--- config.mk ---
export PLATFORM = sky130hd
export DESIGN_NAME = pic_control_logic
export DESIGN_NICKNAME = d
export VERILOG_FILES = /design/src/design/pic_pkg.sv /design/src/design/pic_intf.sv /design/src/design/acknowledge_sequencer.sv /design/src/design/init_command_regs.sv /design/src/design/operation_command_regs.sv /design/src/design/pic_control_logic.sv /design/src/design/vector_output.sv
export SDC_FILE = /design/constraint.sdc
export NUM_CORES = 1
export LEC_CHECK = 0
export ABC_AREA = 0
export BUFFER_PORTS_ARGS = -buffer_cell sky130_fd_sc_hd__buf_2
export CAP_MARGIN = 20
export CORE_MARGIN = 5
export CORE_UTILIZATION = 54
export CTS_BUF_LIST = sky130_fd_sc_hd__clkbuf_4 sky130_fd_sc_hd__clkbuf_8
export CTS_CLUSTER_SIZE = 24
export DETAILED_ROUTE_END_ITERATION = 8
export PLACE_DENSITY = 0.88
export SLEW_MARGIN = 20
export SYNTH_ARGS = -nofsm -noshare
export SYNTH_HDL_FRONTEND = slang
export SYNTH_SLANG_ARGS = --single-unit
export TNS_END_PERCENT = 30
--- constraint.sdc ---
create_clock -name clock -period 2.6 [get_ports clock]
set_clock_uncertainty 0.2 [all_clocks]
set_input_delay 0.65 -clock clock [delete_from_list [all_inputs] [get_ports clock]]
set_output_delay 0.65 -clock clock [all_outputs]
set_load 0.01 [all_outputs]
--- src/design/pic_pkg.sv ---
/*
 * PIC control package
 * Command word bit positions, state encodings and level conversions
 */
package pic_pkg;

    typedef logic [2:0] level_t;
    typedef logic [7:0] irq_vec_t;

    typedef enum logic [2:0] {READY, ACK1, ACK2, ACK3, POLL} ctl_state_t;
    typedef enum logic [1:0] {CMD_READY, WRITE_ICW2, WRITE_ICW4} cmd_state_t;

    // MCS-80 CALL instruction
    localparam logic [7:0] CALL_OPCODE = 8'hcd;
    localparam int POLL_FLAG_BIT = 7;

    localparam int ICW1_LTIM = 3;
    localparam int ICW1_ADI  = 2;
    localparam int ICW1_IC4  = 0;
    localparam int ICW4_SFNM = 4;
    localparam int ICW4_AEOI = 1;
    localparam int ICW4_UPM  = 0;
    // R, SL and EOI sit in bits 7..5
    localparam int OCW2_CODE_LSB = 5;
    localparam int OCW3_P   = 2;
    localparam int OCW3_RR  = 1;
    localparam int OCW3_RIS = 0;

    function automatic irq_vec_t num2bit(input level_t level);
        irq_vec_t vec;
        vec = '0;
        vec[level] = 1'b1;
        return vec;
    endfunction

    // Lowest set line wins
    function automatic level_t bit2num(input irq_vec_t vec);
        level_t level;
        level = '0;
        for (int i = 7; i >= 0; i--) begin
            if (vec[i])
                level = level_t'(i);
        end
        return level;
    endfunction

endpackage

--- src/design/pic_intf.sv ---
/*
 * PIC internal interfaces
 * Initialization config from the ICW block, acknowledge events from the sequencer
 */
interface icw_config_if;

    logic [10:0] vector_address;
    logic        call_interval_4;
    logic        auto_eoi;
    logic        mode_8086;
    logic        in_ready;
    logic        icw1_strobe;

    modport src (
        output vector_address, call_interval_4, auto_eoi, mode_8086, in_ready, icw1_strobe
    );
    modport ocw_dst (input in_ready, auto_eoi, icw1_strobe);
    modport vec_dst (input vector_address, call_interval_4, mode_8086);
    modport seq_dst (input mode_8086, in_ready);

endinterface

interface ack_event_if;
    import pic_pkg::*;

    ctl_state_t ctl_state;
    logic       latch_in_service;
    logic       end_of_acknowledge;
    logic       end_of_poll;

    modport src (output ctl_state, latch_in_service, end_of_acknowledge, end_of_poll);
    modport ocw_dst (input latch_in_service, end_of_acknowledge);
    modport vec_dst (input ctl_state, latch_in_service, end_of_acknowledge, end_of_poll);

endinterface

--- src/design/acknowledge_sequencer.sv ---
/*
 * Acknowledge sequencer
 * Tracks INTA pulses and poll reads, raises INT and freezes the request logic
 */
module acknowledge_sequencer (
    input  logic               clock,
    input  logic               reset,
    input  logic               inta_n,
    input  logic               read,
    input  logic               poll_request,
    input  logic               write_ocw2,
    input  pic_pkg::irq_vec_t  interrupt,
    icw_config_if.seq_dst      cfg,
    ack_event_if.src           ack,
    output logic               interrupt_to_cpu,
    output logic               freeze
);
    import pic_pkg::*;

    logic       prev_inta_n;
    logic       prev_read;
    logic       inta_fall;
    logic       inta_rise;
    logic       read_fall;
    logic       ocw2_block;
    ctl_state_t state;
    ctl_state_t next_state;

    always_ff @(posedge clock) begin
        if (reset) begin
            prev_inta_n <= 1'b1;
            prev_read   <= 1'b0;
        end else begin
            prev_inta_n <= inta_n;
            prev_read   <= read;
        end
    end

    assign inta_fall  = prev_inta_n && !inta_n;
    assign inta_rise  = !prev_inta_n && inta_n;
    assign read_fall  = prev_read && !read;
    assign ocw2_block = write_ocw2 && cfg.in_ready;

    always_comb begin
        next_state = state;
        case (state)
            READY: begin
                if (poll_request)
                    next_state = POLL;
                else if (inta_fall && !ocw2_block)
                    next_state = ACK1;
            end
            ACK1: begin
                if (inta_rise)
                    next_state = ACK2;
            end
            // 8086 ends after two pulses, MCS-80 takes a third
            ACK2: begin
                if (inta_rise)
                    next_state = cfg.mode_8086 ? READY : ACK3;
            end
            ACK3: begin
                if (inta_rise)
                    next_state = READY;
            end
            POLL: begin
                if (read_fall)
                    next_state = READY;
            end
            default: next_state = READY;
        endcase
    end

    always_ff @(posedge clock) begin
        if (reset)
            state <= READY;
        else
            state <= next_state;
    end

    assign ack.ctl_state          = state;
    assign ack.latch_in_service   = (state == READY) && (next_state != READY);
    assign ack.end_of_acknowledge = (state inside {ACK1, ACK2, ACK3}) && (next_state == READY);
    assign ack.end_of_poll        = (state == POLL) && (next_state == READY);

    always_ff @(posedge clock) begin
        if (reset)
            interrupt_to_cpu <= 1'b0;
        else if (interrupt != '0)
            interrupt_to_cpu <= 1'b1;
        else if (ack.end_of_acknowledge || ack.end_of_poll)
            interrupt_to_cpu <= 1'b0;
    end

    // Held while a sequence is running
    always_ff @(posedge clock) begin
        if (reset)
            freeze <= 1'b1;
        else
            freeze <= (next_state != READY);
    end

endmodule

--- src/design/init_command_regs.sv ---
/*
 * Initialization command registers
 * Steps through ICW1, ICW2 and the optional ICW4, holding their fields
 */
module init_command_regs (
    input  logic             clock,
    input  logic             reset,
    input  logic [7:0]       data,
    input  logic             write_icw1,
    input  logic             write_icw2_4,
    icw_config_if.src        cfg,
    output logic             level_or_edge_config,
    output logic             special_fully_nest_config
);
    import pic_pkg::*;

    cmd_state_t state;
    cmd_state_t next_state;
    logic       set_icw4;
    logic       write_icw2;
    logic       write_icw4;

    // ICW3 never expected in a single device
    always_comb begin
        next_state = state;
        if (write_icw1)
            next_state = WRITE_ICW2;
        else if (write_icw2_4) begin
            if (state == WRITE_ICW2 && set_icw4)
                next_state = WRITE_ICW4;
            else
                next_state = CMD_READY;
        end
    end

    always_ff @(posedge clock) begin
        if (reset)
            state <= CMD_READY;
        else
            state <= next_state;
    end

    assign write_icw2      = (state == WRITE_ICW2) && write_icw2_4;
    assign write_icw4      = (state == WRITE_ICW4) && write_icw2_4;
    assign cfg.in_ready    = (state == CMD_READY);
    assign cfg.icw1_strobe = write_icw1;

    // A7..A5 from ICW1, A15..A8 from ICW2
    always_ff @(posedge clock) begin
        if (write_icw1)
            cfg.vector_address[2:0] <= data[7:5];
        if (write_icw2)
            cfg.vector_address[10:3] <= data;
    end

    always_ff @(posedge clock) begin
        if (reset) begin
            level_or_edge_config <= 1'b0;
            cfg.call_interval_4  <= 1'b0;
            set_icw4             <= 1'b0;
        end else if (write_icw1) begin
            level_or_edge_config <= data[ICW1_LTIM];
            cfg.call_interval_4  <= data[ICW1_ADI];
            set_icw4             <= data[ICW1_IC4];
        end
    end

    always_ff @(posedge clock) begin
        if (reset) begin
            special_fully_nest_config <= 1'b0;
            cfg.auto_eoi              <= 1'b0;
            cfg.mode_8086             <= 1'b0;
        end else if (write_icw4) begin
            special_fully_nest_config <= data[ICW4_SFNM];
            cfg.auto_eoi              <= data[ICW4_AEOI];
            cfg.mode_8086             <= data[ICW4_UPM];
        end
    end

endmodule

--- src/design/operation_command_regs.sv ---
/*
 * Operation command registers
 * Interrupt mask, EOI and rotation from OCW2, read select and poll from OCW3
 */
module operation_command_regs (
    input  logic               clock,
    input  logic               reset,
    input  logic [7:0]         data,
    input  logic               write_ocw1,
    input  logic               write_ocw2,
    input  logic               write_ocw3,
    icw_config_if.ocw_dst      cfg,
    ack_event_if.ocw_dst       ack,
    input  pic_pkg::irq_vec_t  acknowledged,
    input  pic_pkg::irq_vec_t  highest_level_in_service,
    input  pic_pkg::irq_vec_t  interrupt,
    output pic_pkg::irq_vec_t  interrupt_mask,
    output pic_pkg::irq_vec_t  end_of_interrupt,
    output pic_pkg::irq_vec_t  clear_interrupt_request,
    output pic_pkg::level_t    priority_rotate,
    output logic               enable_read_register,
    output logic               read_register_isr,
    output logic               poll_request
);
    import pic_pkg::*;

    logic       ocw2_write;
    logic       ocw3_write;
    logic [2:0] ocw2_code;
    level_t     spec_level;
    logic       auto_rotate_mode;

    assign ocw2_write = write_ocw2 && cfg.in_ready;
    assign ocw3_write = write_ocw3 && cfg.in_ready;
    assign ocw2_code  = data[OCW2_CODE_LSB +: 3];
    assign spec_level = data[2:0];

    always_ff @(posedge clock) begin
        if (reset)
            interrupt_mask <= '1;
        else if (write_ocw1 && cfg.in_ready)
            interrupt_mask <= data;
    end

    // Automatic EOI takes priority over a command in the same cycle
    always_comb begin
        end_of_interrupt = '0;
        if (cfg.auto_eoi && ack.end_of_acknowledge)
            end_of_interrupt = acknowledged;
        else if (ocw2_write) begin
            casez (ocw2_code)
                3'b?01:  end_of_interrupt = highest_level_in_service;
                3'b?11:  end_of_interrupt = num2bit(spec_level);
                default: end_of_interrupt = '0;
            endcase
        end
    end

    always_ff @(posedge clock) begin
        if (reset)
            auto_rotate_mode <= 1'b0;
        else if (ocw2_write && ocw2_code == 3'b000)
            auto_rotate_mode <= 1'b0;
        else if (ocw2_write && ocw2_code == 3'b100)
            auto_rotate_mode <= 1'b1;
    end

    always_ff @(posedge clock) begin
        if (reset)
            priority_rotate <= 3'd7;
        else if (auto_rotate_mode && ack.end_of_acknowledge)
            priority_rotate <= bit2num(acknowledged);
        else if (ocw2_write && ocw2_code == 3'b101)
            priority_rotate <= bit2num(highest_level_in_service);
        else if (ocw2_write && ocw2_code[2:1] == 2'b11)
            priority_rotate <= spec_level;
    end

    always_ff @(posedge clock) begin
        if (reset) begin
            enable_read_register <= 1'b1;
            read_register_isr    <= 1'b0;
        end else if (ocw3_write) begin
            enable_read_register <= data[OCW3_RR];
            read_register_isr    <= data[OCW3_RIS];
        end
    end

    assign poll_request = ocw3_write && data[OCW3_P];

    always_comb begin
        if (cfg.icw1_strobe)
            clear_interrupt_request = '1;
        else if (ack.latch_in_service)
            clear_interrupt_request = interrupt;
        else
            clear_interrupt_request = '0;
    end

endmodule

--- src/design/pic_control_logic.sv ---
/*
 * PIC control logic
 * Command decode and INTA handling for an 8259-style interrupt controller
 */
module pic_control_logic (
    input  logic               clock,
    input  logic               reset,
    input  logic [7:0]         internal_data_bus,
    input  logic               write_icw1,
    input  logic               write_icw2_4,
    input  logic               write_ocw1,
    input  logic               write_ocw2,
    input  logic               write_ocw3,
    input  logic               interrupt_acknowledge_n,
    input  logic               read,
    input  pic_pkg::irq_vec_t  interrupt,
    input  pic_pkg::irq_vec_t  highest_level_in_service,
    output logic               interrupt_to_cpu,
    output logic               out_control_logic_data,
    output logic [7:0]         control_logic_data,
    output logic               level_or_edge_config,
    output logic               special_fully_nest_config,
    output logic               enable_read_register,
    output logic               read_register_isr,
    output pic_pkg::irq_vec_t  interrupt_mask,
    output pic_pkg::irq_vec_t  end_of_interrupt,
    output pic_pkg::irq_vec_t  clear_interrupt_request,
    output pic_pkg::level_t    priority_rotate,
    output logic               freeze
);
    import pic_pkg::*;

    irq_vec_t acknowledged;
    logic     poll_request;

    icw_config_if cfg_if ();
    ack_event_if  ack_if ();

    init_command_regs u_icw (
        .clock                    (clock),
        .reset                    (reset),
        .data                     (internal_data_bus),
        .write_icw1               (write_icw1),
        .write_icw2_4             (write_icw2_4),
        .cfg                      (cfg_if.src),
        .level_or_edge_config     (level_or_edge_config),
        .special_fully_nest_config(special_fully_nest_config)
    );

    operation_command_regs u_ocw (
        .clock                   (clock),
        .reset                   (reset),
        .data                    (internal_data_bus),
        .write_ocw1              (write_ocw1),
        .write_ocw2              (write_ocw2),
        .write_ocw3              (write_ocw3),
        .cfg                     (cfg_if.ocw_dst),
        .ack                     (ack_if.ocw_dst),
        .acknowledged            (acknowledged),
        .highest_level_in_service(highest_level_in_service),
        .interrupt               (interrupt),
        .interrupt_mask          (interrupt_mask),
        .end_of_interrupt        (end_of_interrupt),
        .clear_interrupt_request (clear_interrupt_request),
        .priority_rotate         (priority_rotate),
        .enable_read_register    (enable_read_register),
        .read_register_isr       (read_register_isr),
        .poll_request            (poll_request)
    );

    acknowledge_sequencer u_seq (
        .clock           (clock),
        .reset           (reset),
        .inta_n          (interrupt_acknowledge_n),
        .read            (read),
        .poll_request    (poll_request),
        .write_ocw2      (write_ocw2),
        .interrupt       (interrupt),
        .cfg             (cfg_if.seq_dst),
        .ack             (ack_if.src),
        .interrupt_to_cpu(interrupt_to_cpu),
        .freeze          (freeze)
    );

    vector_output u_vec (
        .clock                 (clock),
        .reset                 (reset),
        .inta_n                (interrupt_acknowledge_n),
        .read                  (read),
        .interrupt             (interrupt),
        .cfg                   (cfg_if.vec_dst),
        .ack                   (ack_if.vec_dst),
        .acknowledged          (acknowledged),
        .out_control_logic_data(out_control_logic_data),
        .control_logic_data    (control_logic_data)
    );

endmodule

--- src/design/vector_output.sv ---
/*
 * Vector output
 * Holds the acknowledged line and drives CALL, vector and poll bytes
 */
module vector_output (
    input  logic               clock,
    input  logic               reset,
    input  logic               inta_n,
    input  logic               read,
    input  pic_pkg::irq_vec_t  interrupt,
    icw_config_if.vec_dst      cfg,
    ack_event_if.vec_dst       ack,
    output pic_pkg::irq_vec_t  acknowledged,
    output logic               out_control_logic_data,
    output logic [7:0]         control_logic_data
);
    import pic_pkg::*;

    level_t level;

    always_ff @(posedge clock) begin
        if (reset)
            acknowledged <= '0;
        else if (ack.end_of_acknowledge || ack.end_of_poll)
            acknowledged <= '0;
        else if (ack.latch_in_service)
            acknowledged <= interrupt;
    end

    assign level = bit2num(acknowledged);

    always_comb begin
        out_control_logic_data = 1'b0;
        control_logic_data     = '0;
        if (!inta_n) begin
            case (ack.ctl_state)
                // First pulse drives nothing in 8086 mode
                READY, ACK1: begin
                    if (!cfg.mode_8086) begin
                        out_control_logic_data = 1'b1;
                        control_logic_data     = CALL_OPCODE;
                    end
                end
                ACK2: begin
                    out_control_logic_data = 1'b1;
                    if (cfg.mode_8086)
                        control_logic_data = {cfg.vector_address[10:6], level};
                    else if (cfg.call_interval_4)
                        control_logic_data = {cfg.vector_address[2:0], level, 2'b00};
                    else
                        control_logic_data = {cfg.vector_address[2:1], level, 3'b000};
                end
                ACK3: begin
                    out_control_logic_data = 1'b1;
                    control_logic_data     = cfg.vector_address[10:3];
                end
                default: ;
            endcase
        end else if (ack.ctl_state == POLL && read) begin
            out_control_logic_data = 1'b1;
            if (acknowledged != '0) begin
                control_logic_data[POLL_FLAG_BIT] = 1'b1;
                control_logic_data[2:0]           = level;
            end
        end
    end

endmodule

Yosys cells after proc, flatten, opt, wreduce, memory -nomap -nowiden
Cells that the tools add are included.

Reductions and logical operators: 43. $lt $le $gt $ge: 2. Shift operators: 0. Bitwise logic cells: 0. Muxes and demuxes: 54. Div/mod/pow operators: 0. Multipliers: 0. Equal/unequal tests: 11. $add $sub $neg: 0.

Operators by type and width (number): 3-bit two-way mux (28); 8-bit two-way mux (6); 8-bit one-hot mux with 3 select lines (1); 1-bit logical AND (22); 8-bit one-hot mux with 2 select lines (1); 8-bit nonzero test (2); 3-bit one-hot mux with 5 select lines (1); 1-bit two-way mux (11); 2-bit OR reduction (5); 3-bit equality test (second input constant) (3); 3-bit logical NOT (3); 3-bit nonzero test (3); 2-bit equality test (second input constant) (3); 3-bit by 2-bit equality test with 1-bit output (second input constant) (2); 6-bit two-way mux (1); 2-bit by 1-bit equality test with 1-bit output (second input constant) (2); 1-bit logical NOT (4); 3-bit by 4-bit < comparator with 1-bit output (second input constant) (1); 2-bit two-way mux (2); 4-bit two-way mux (1); 2-bit nonzero test (2); 1-bit demux with 3-bit select (1); 3-bit by 1-bit equality test with 1-bit output (second input constant) (1); 3-bit by 1-bit >= comparator with 1-bit output (second input constant) (1); other kinds (3) (3).

Output and inout bits: 42. RAM bits: 0. Bits in registers: 48. Logic and storage cells: 131. Bits in latches: 0. Memories kept: 0. Input port bits: 33. Memory bits (read-only): 0.

Logic depth before layout (Yosys ltp)
Word-level depth: 12. Gate-level depth with buffers: 8. Mapped depth without buffers: 5.

Cells and area by module
A second synthesis with hierarchy kept.

Cell total of the unflattened synthesis: 312. Area total of the unflattened synthesis: 2726.4 um2.

Modules (own cells, without submodules): operation_command_regs (seq. area each 280.3 um2, times used 1, area an instance 1009.7 um2, cells each 138); init_command_regs (seq. area each 490.5 um2, times used 1, area an instance 688.2 um2, cells each 47); vector_output (seq. area each 160.2 um2, times used 1, area an instance 665.6 um2, cells each 85); acknowledge_sequencer (seq. area each 140.1 um2, times used 1, area an instance 362.8 um2, cells each 42).

Worst setup path after synthesis
No wires, ideal clock.

Kind: in2out. Start point: in internal_data_bus[6]. End point: out end_of_interrupt[7]. Data required time: 1.750 ns. Stages on the path: 4. Path buffers: 2. Slack: 0.057 ns. Arrival: 1.693 ns. Cell sequence: clkbuf_1 clkbuf_1 a41oi_1 o31ai_1.

Cells in the longest elaborated chain, start to end: 4. Elaborated cells between the ends (all ways): 5. Classes of those cells: eq/ne: 2; mux: 3.

RTL lines: from (decl) (RTL line pic_control_logic.sv:8) `input logic [7:0] internal_data_bus,`; 2-bit equality test / 2-bit by 1-bit equality test with 1-bit output (equally long branches) (RTL line operation_command_regs.sv:51) `casez (ocw2_code)`; 8-bit one-hot mux with 2 select lines * (RTL line operation_command_regs.sv:51); 8-bit two-way mux * (RTL line operation_command_regs.sv:50) `else if (ocw2_write) begin`; 8-bit two-way mux * (RTL line operation_command_regs.sv:48) `if (cfg.auto_eoi && ack.end_of_acknowledge)`; to (decl) (RTL line pic_control_logic.sv:26) `output pic_pkg::irq_vec_t end_of_interrupt,`.

Every way passes the cells marked *; elsewhere a longest branch is shown, timed or not.

Worst setup path in the final report
Start point: reg u_vec.acknowledged[6]. End point: out control_logic_data[4].

Cells in the longest elaborated chain, start to end: 11.

RTL lines: from (decl) (RTL line vector_output.sv:13) `output pic_pkg::irq_vec_t acknowledged,`; from (signal assigned) (RTL line vector_output.sv:27) `acknowledged <= interrupt;`; 3-bit two-way mux (7 in a row) (RTL line pic_pkg.sv:41) `if (vec[i])`; 6-bit two-way mux (RTL line vector_output.sv:48) `else if (cfg.call_interval_4)`; 8-bit two-way mux (RTL line vector_output.sv:46) `if (cfg.mode_8086)`; 8-bit one-hot mux with 3 select lines (RTL line vector_output.sv:36) `case (ack.ctl_state)`; 4-bit two-way mux (RTL line vector_output.sv:35) `if (!inta_n) begin`; to (decl) (RTL line pic_control_logic.sv:20) `output logic [7:0] control_logic_data,`.

Every way passes these cells.

==> run metrics <==
Clk pwr share=0.302; CP arrival=1.82 ns; initial antenna violation count=0; Lkg Pwr=1.528 nW; top-count cell post-synth=dfxtp_1; EDFF count, synth=11; NetSw=552.0 uW; sequential area share after synthesis=0.4045; post-route ant nets=0; WHS=0.2717 ns; Synth Flop Type=dfxtp_1; Port Buf Inserts=74; Synth Area per Inst=8.540 sq um; top post-synthesis cells by area=dfxtp_1, edfxtp_1, nand2_1; Placer Congestion=0.8824; setup slack after layout=-0.06553 ns; first-pass GRT wire length=12860 um; Logic pwr share=0.241; initial core utilization=0.5568; Yosys top cell by area=dfxtp_1; power per cell area=532.1 nW/um^2; crit-path cells=nor2_1 > o31a_1 > or3_4 > o21ai_2 > o2111a_1 > buf_2; DRT iter0 DRCs=259; CP max-delay cell=dfxtp_2; Final setup viols=2; CTS Buffer Depth=2; Tcrit/Tclk final=1.025; Period minus WS final=2.666 ns; failing checks=setup timing; Synthesized Nets=343; count of final hold-check violations=0; Post-synth ARST share=0; Worst-Skew Late Latency=0.30 ns; CTS tree=done; clock sink count=48; Final nets=435; clock transition at the registers of the reported paths=0.09 ns; maxcap violations=0; share of cells above drive strength 1=0.3697; Pwr Total=1.848 mW; # rows=25; die area=6403 sq um; Slew @ Worst Pin=0.4709 ns; post-detail-place hpwl=5788 um; CTS root buffer=clkbuf_8; vias after detailed routing=2784; crit end category=primary output; global route total overflow=0; drt pass-1 iters=6; DIE WIDTH=80.02 um; Vias/cell=5.923; fmax=375.2 MHz; CTS Buf Count=5; count of different cell masters after synthesis=58; Layout Cells excl Fill=470; Hold Path Class=reg -> reg; r2r setup slk=0.73 ns; status=complete, but fails checks; I/O pins=75; Inst Count DP=457; setup_tns=-0.07723 ns; Slew Viols, Final=0; core area=4755 sq um; CP Class=reg -> out; wire length per cell=16.75 um; Sw Share=0.2987; post-route cell area=3473 sq um; Die Span Y=80.02 um; Slew headroom=0.6848; area fraction of the dominant cell type after synthesis=0.2798; Ant. Diodes=0; startpoint types=flop; Seq cells post-synth=48; GRT Overall Usage=0.2547; crit-path max FO=4; synthesized area=2648 sq um; WP data required=1.75 ns; Routed Wire Length=7874 um; drt drc=0; Area Overhead vs Synth=31.19%; H-tree Lvls=2; post-placement cell area=3218 sq um; max incr delay on CP=0.38 ns; vias in the first global route=2704; RSZ-0062 raised after global routing=yes; Cells after Synth=310; part of the power in registers=0.457; internal power=1.296 mW; maximum vdd drop=0.3604 mV; synth warn=0; most instantiated cells after synthesis=dfxtp_1, nand2_1, nor2_1; pin count of the biggest net entering global routing=17
[layout by cell type, fill, tap and decap left out, drive strengths merged, types with 7 or more instances in the layout]
master and n:
buf 105, dfxtp 37, nor2 34, nand2 31, nand3 18, a21oi 17, o21ai 14, nor2b 12
edfxtp 11, a21o 9, o31ai 9, nand2b 9, a31oi 8, a22o 8, inv 7, nor3 7
[area by class of cell]
| cell class | instances | area (sq um) |
|---|---|---|
| repair buffers | 105 | 615.6 |
| clock inverters | 3 | 47.55 |
| multi-input cells | 234 | 1529 |
| inverters | 8 | 30.03 |
| well taps | 67 | 83.83 |
| flip-flops and latches | 48 | 1099 |
| clock buffers | 5 | 68.82 |
| fillers | 373 | 1281 |
[per-layer routing]
metal / share of wire / vias up / track usage / wire length [um]
met5: 0 / - / 0 / 0
met4: 0.026 / 0 / 0.09459 / 207
met3: 0.069 / 16 / 0.04063 / 545
met2: 0.47 / 127 / 0.4338 / 3738
met1: 0.43 / 1314 / 0.3223 / 3383
li1: - / 1327 / - / -
[critical path: cells and delay by family, from the launching register on]
kind	cells	cell delay, ns
buffers and inverters	1	0.14
AO/OA/AOI/OAI	3	0.58
flip-flops	1	0.38
AND/OR/NAND/NOR	2	0.42
[what timing repair did]
item	CTS	global route
hold endpoints to repair	0	0
endpoints found under the setup margin	21	22
buffers inserted	4	1
hold buffers	0	0
resized for setup	19	15
pin swaps	4	3
[logic make-up (layout without fill, tap and decap cells)]
kind of cell | after synthesis | in the layout | share of synthesized area
AOI/OAI and AO/OA | 93 | 93 | 0.2495
muxes | 7 | 7 | 0.02694
and+or+nand+nor | 134 | 134 | 0.2732
buffers and inverters | 28 | 121 | 0.04584
DFF | 48 | 48 | 0.4045
[power by group through the flow]
stage          combinational [mW]  sequential (mW)  clock [mW]
2_1_floorplan               0.231            0.860           0
3_3_place_gp                0.394            0.857           0
3_5_place_dp                0.402            0.858           0
4_1_cts                     0.428            0.845       0.557
5_1_grt                     0.484            0.852       0.600
6_report                    0.445            0.846       0.558
[through the flow]
step / util / worst slack [ns]
2_1_floorplan: - / 0.05660
4_1_cts: 0.7216 / -0.03607
3_3_place_gp: 0.6768 / -0.02463
5_1_grt: 0.7305 / -0.1534
6_report: 0.7305 / -0.06553
3_5_place_dp: 0.6768 / -0.03493
[path summary, 6_finish.rpt]
check,startpoint,to,cells past startpoint
hold / removal,u_ocw.read_register_isr,u_ocw.read_register_isr,2
hold reg to reg,u_ocw.read_register_isr,u_ocw.read_register_isr,2
setup reg to reg,u_icw.state[0],u_vec.acknowledged[4],7
setup / recovery,u_vec.acknowledged[6],control_logic_data[4],6
[state kept, by name (all words and copies together), names as in the netlist, 2 cells and up]
name	count
u_seq.ack.ctl_state	3
u_ocw.priority_rotate	3
u_icw.cfg.vector_address	11
u_vec.acknowledged	8
u_icw.state	2
u_ocw.interrupt_mask	8
(Power assumes the default switching activity.)
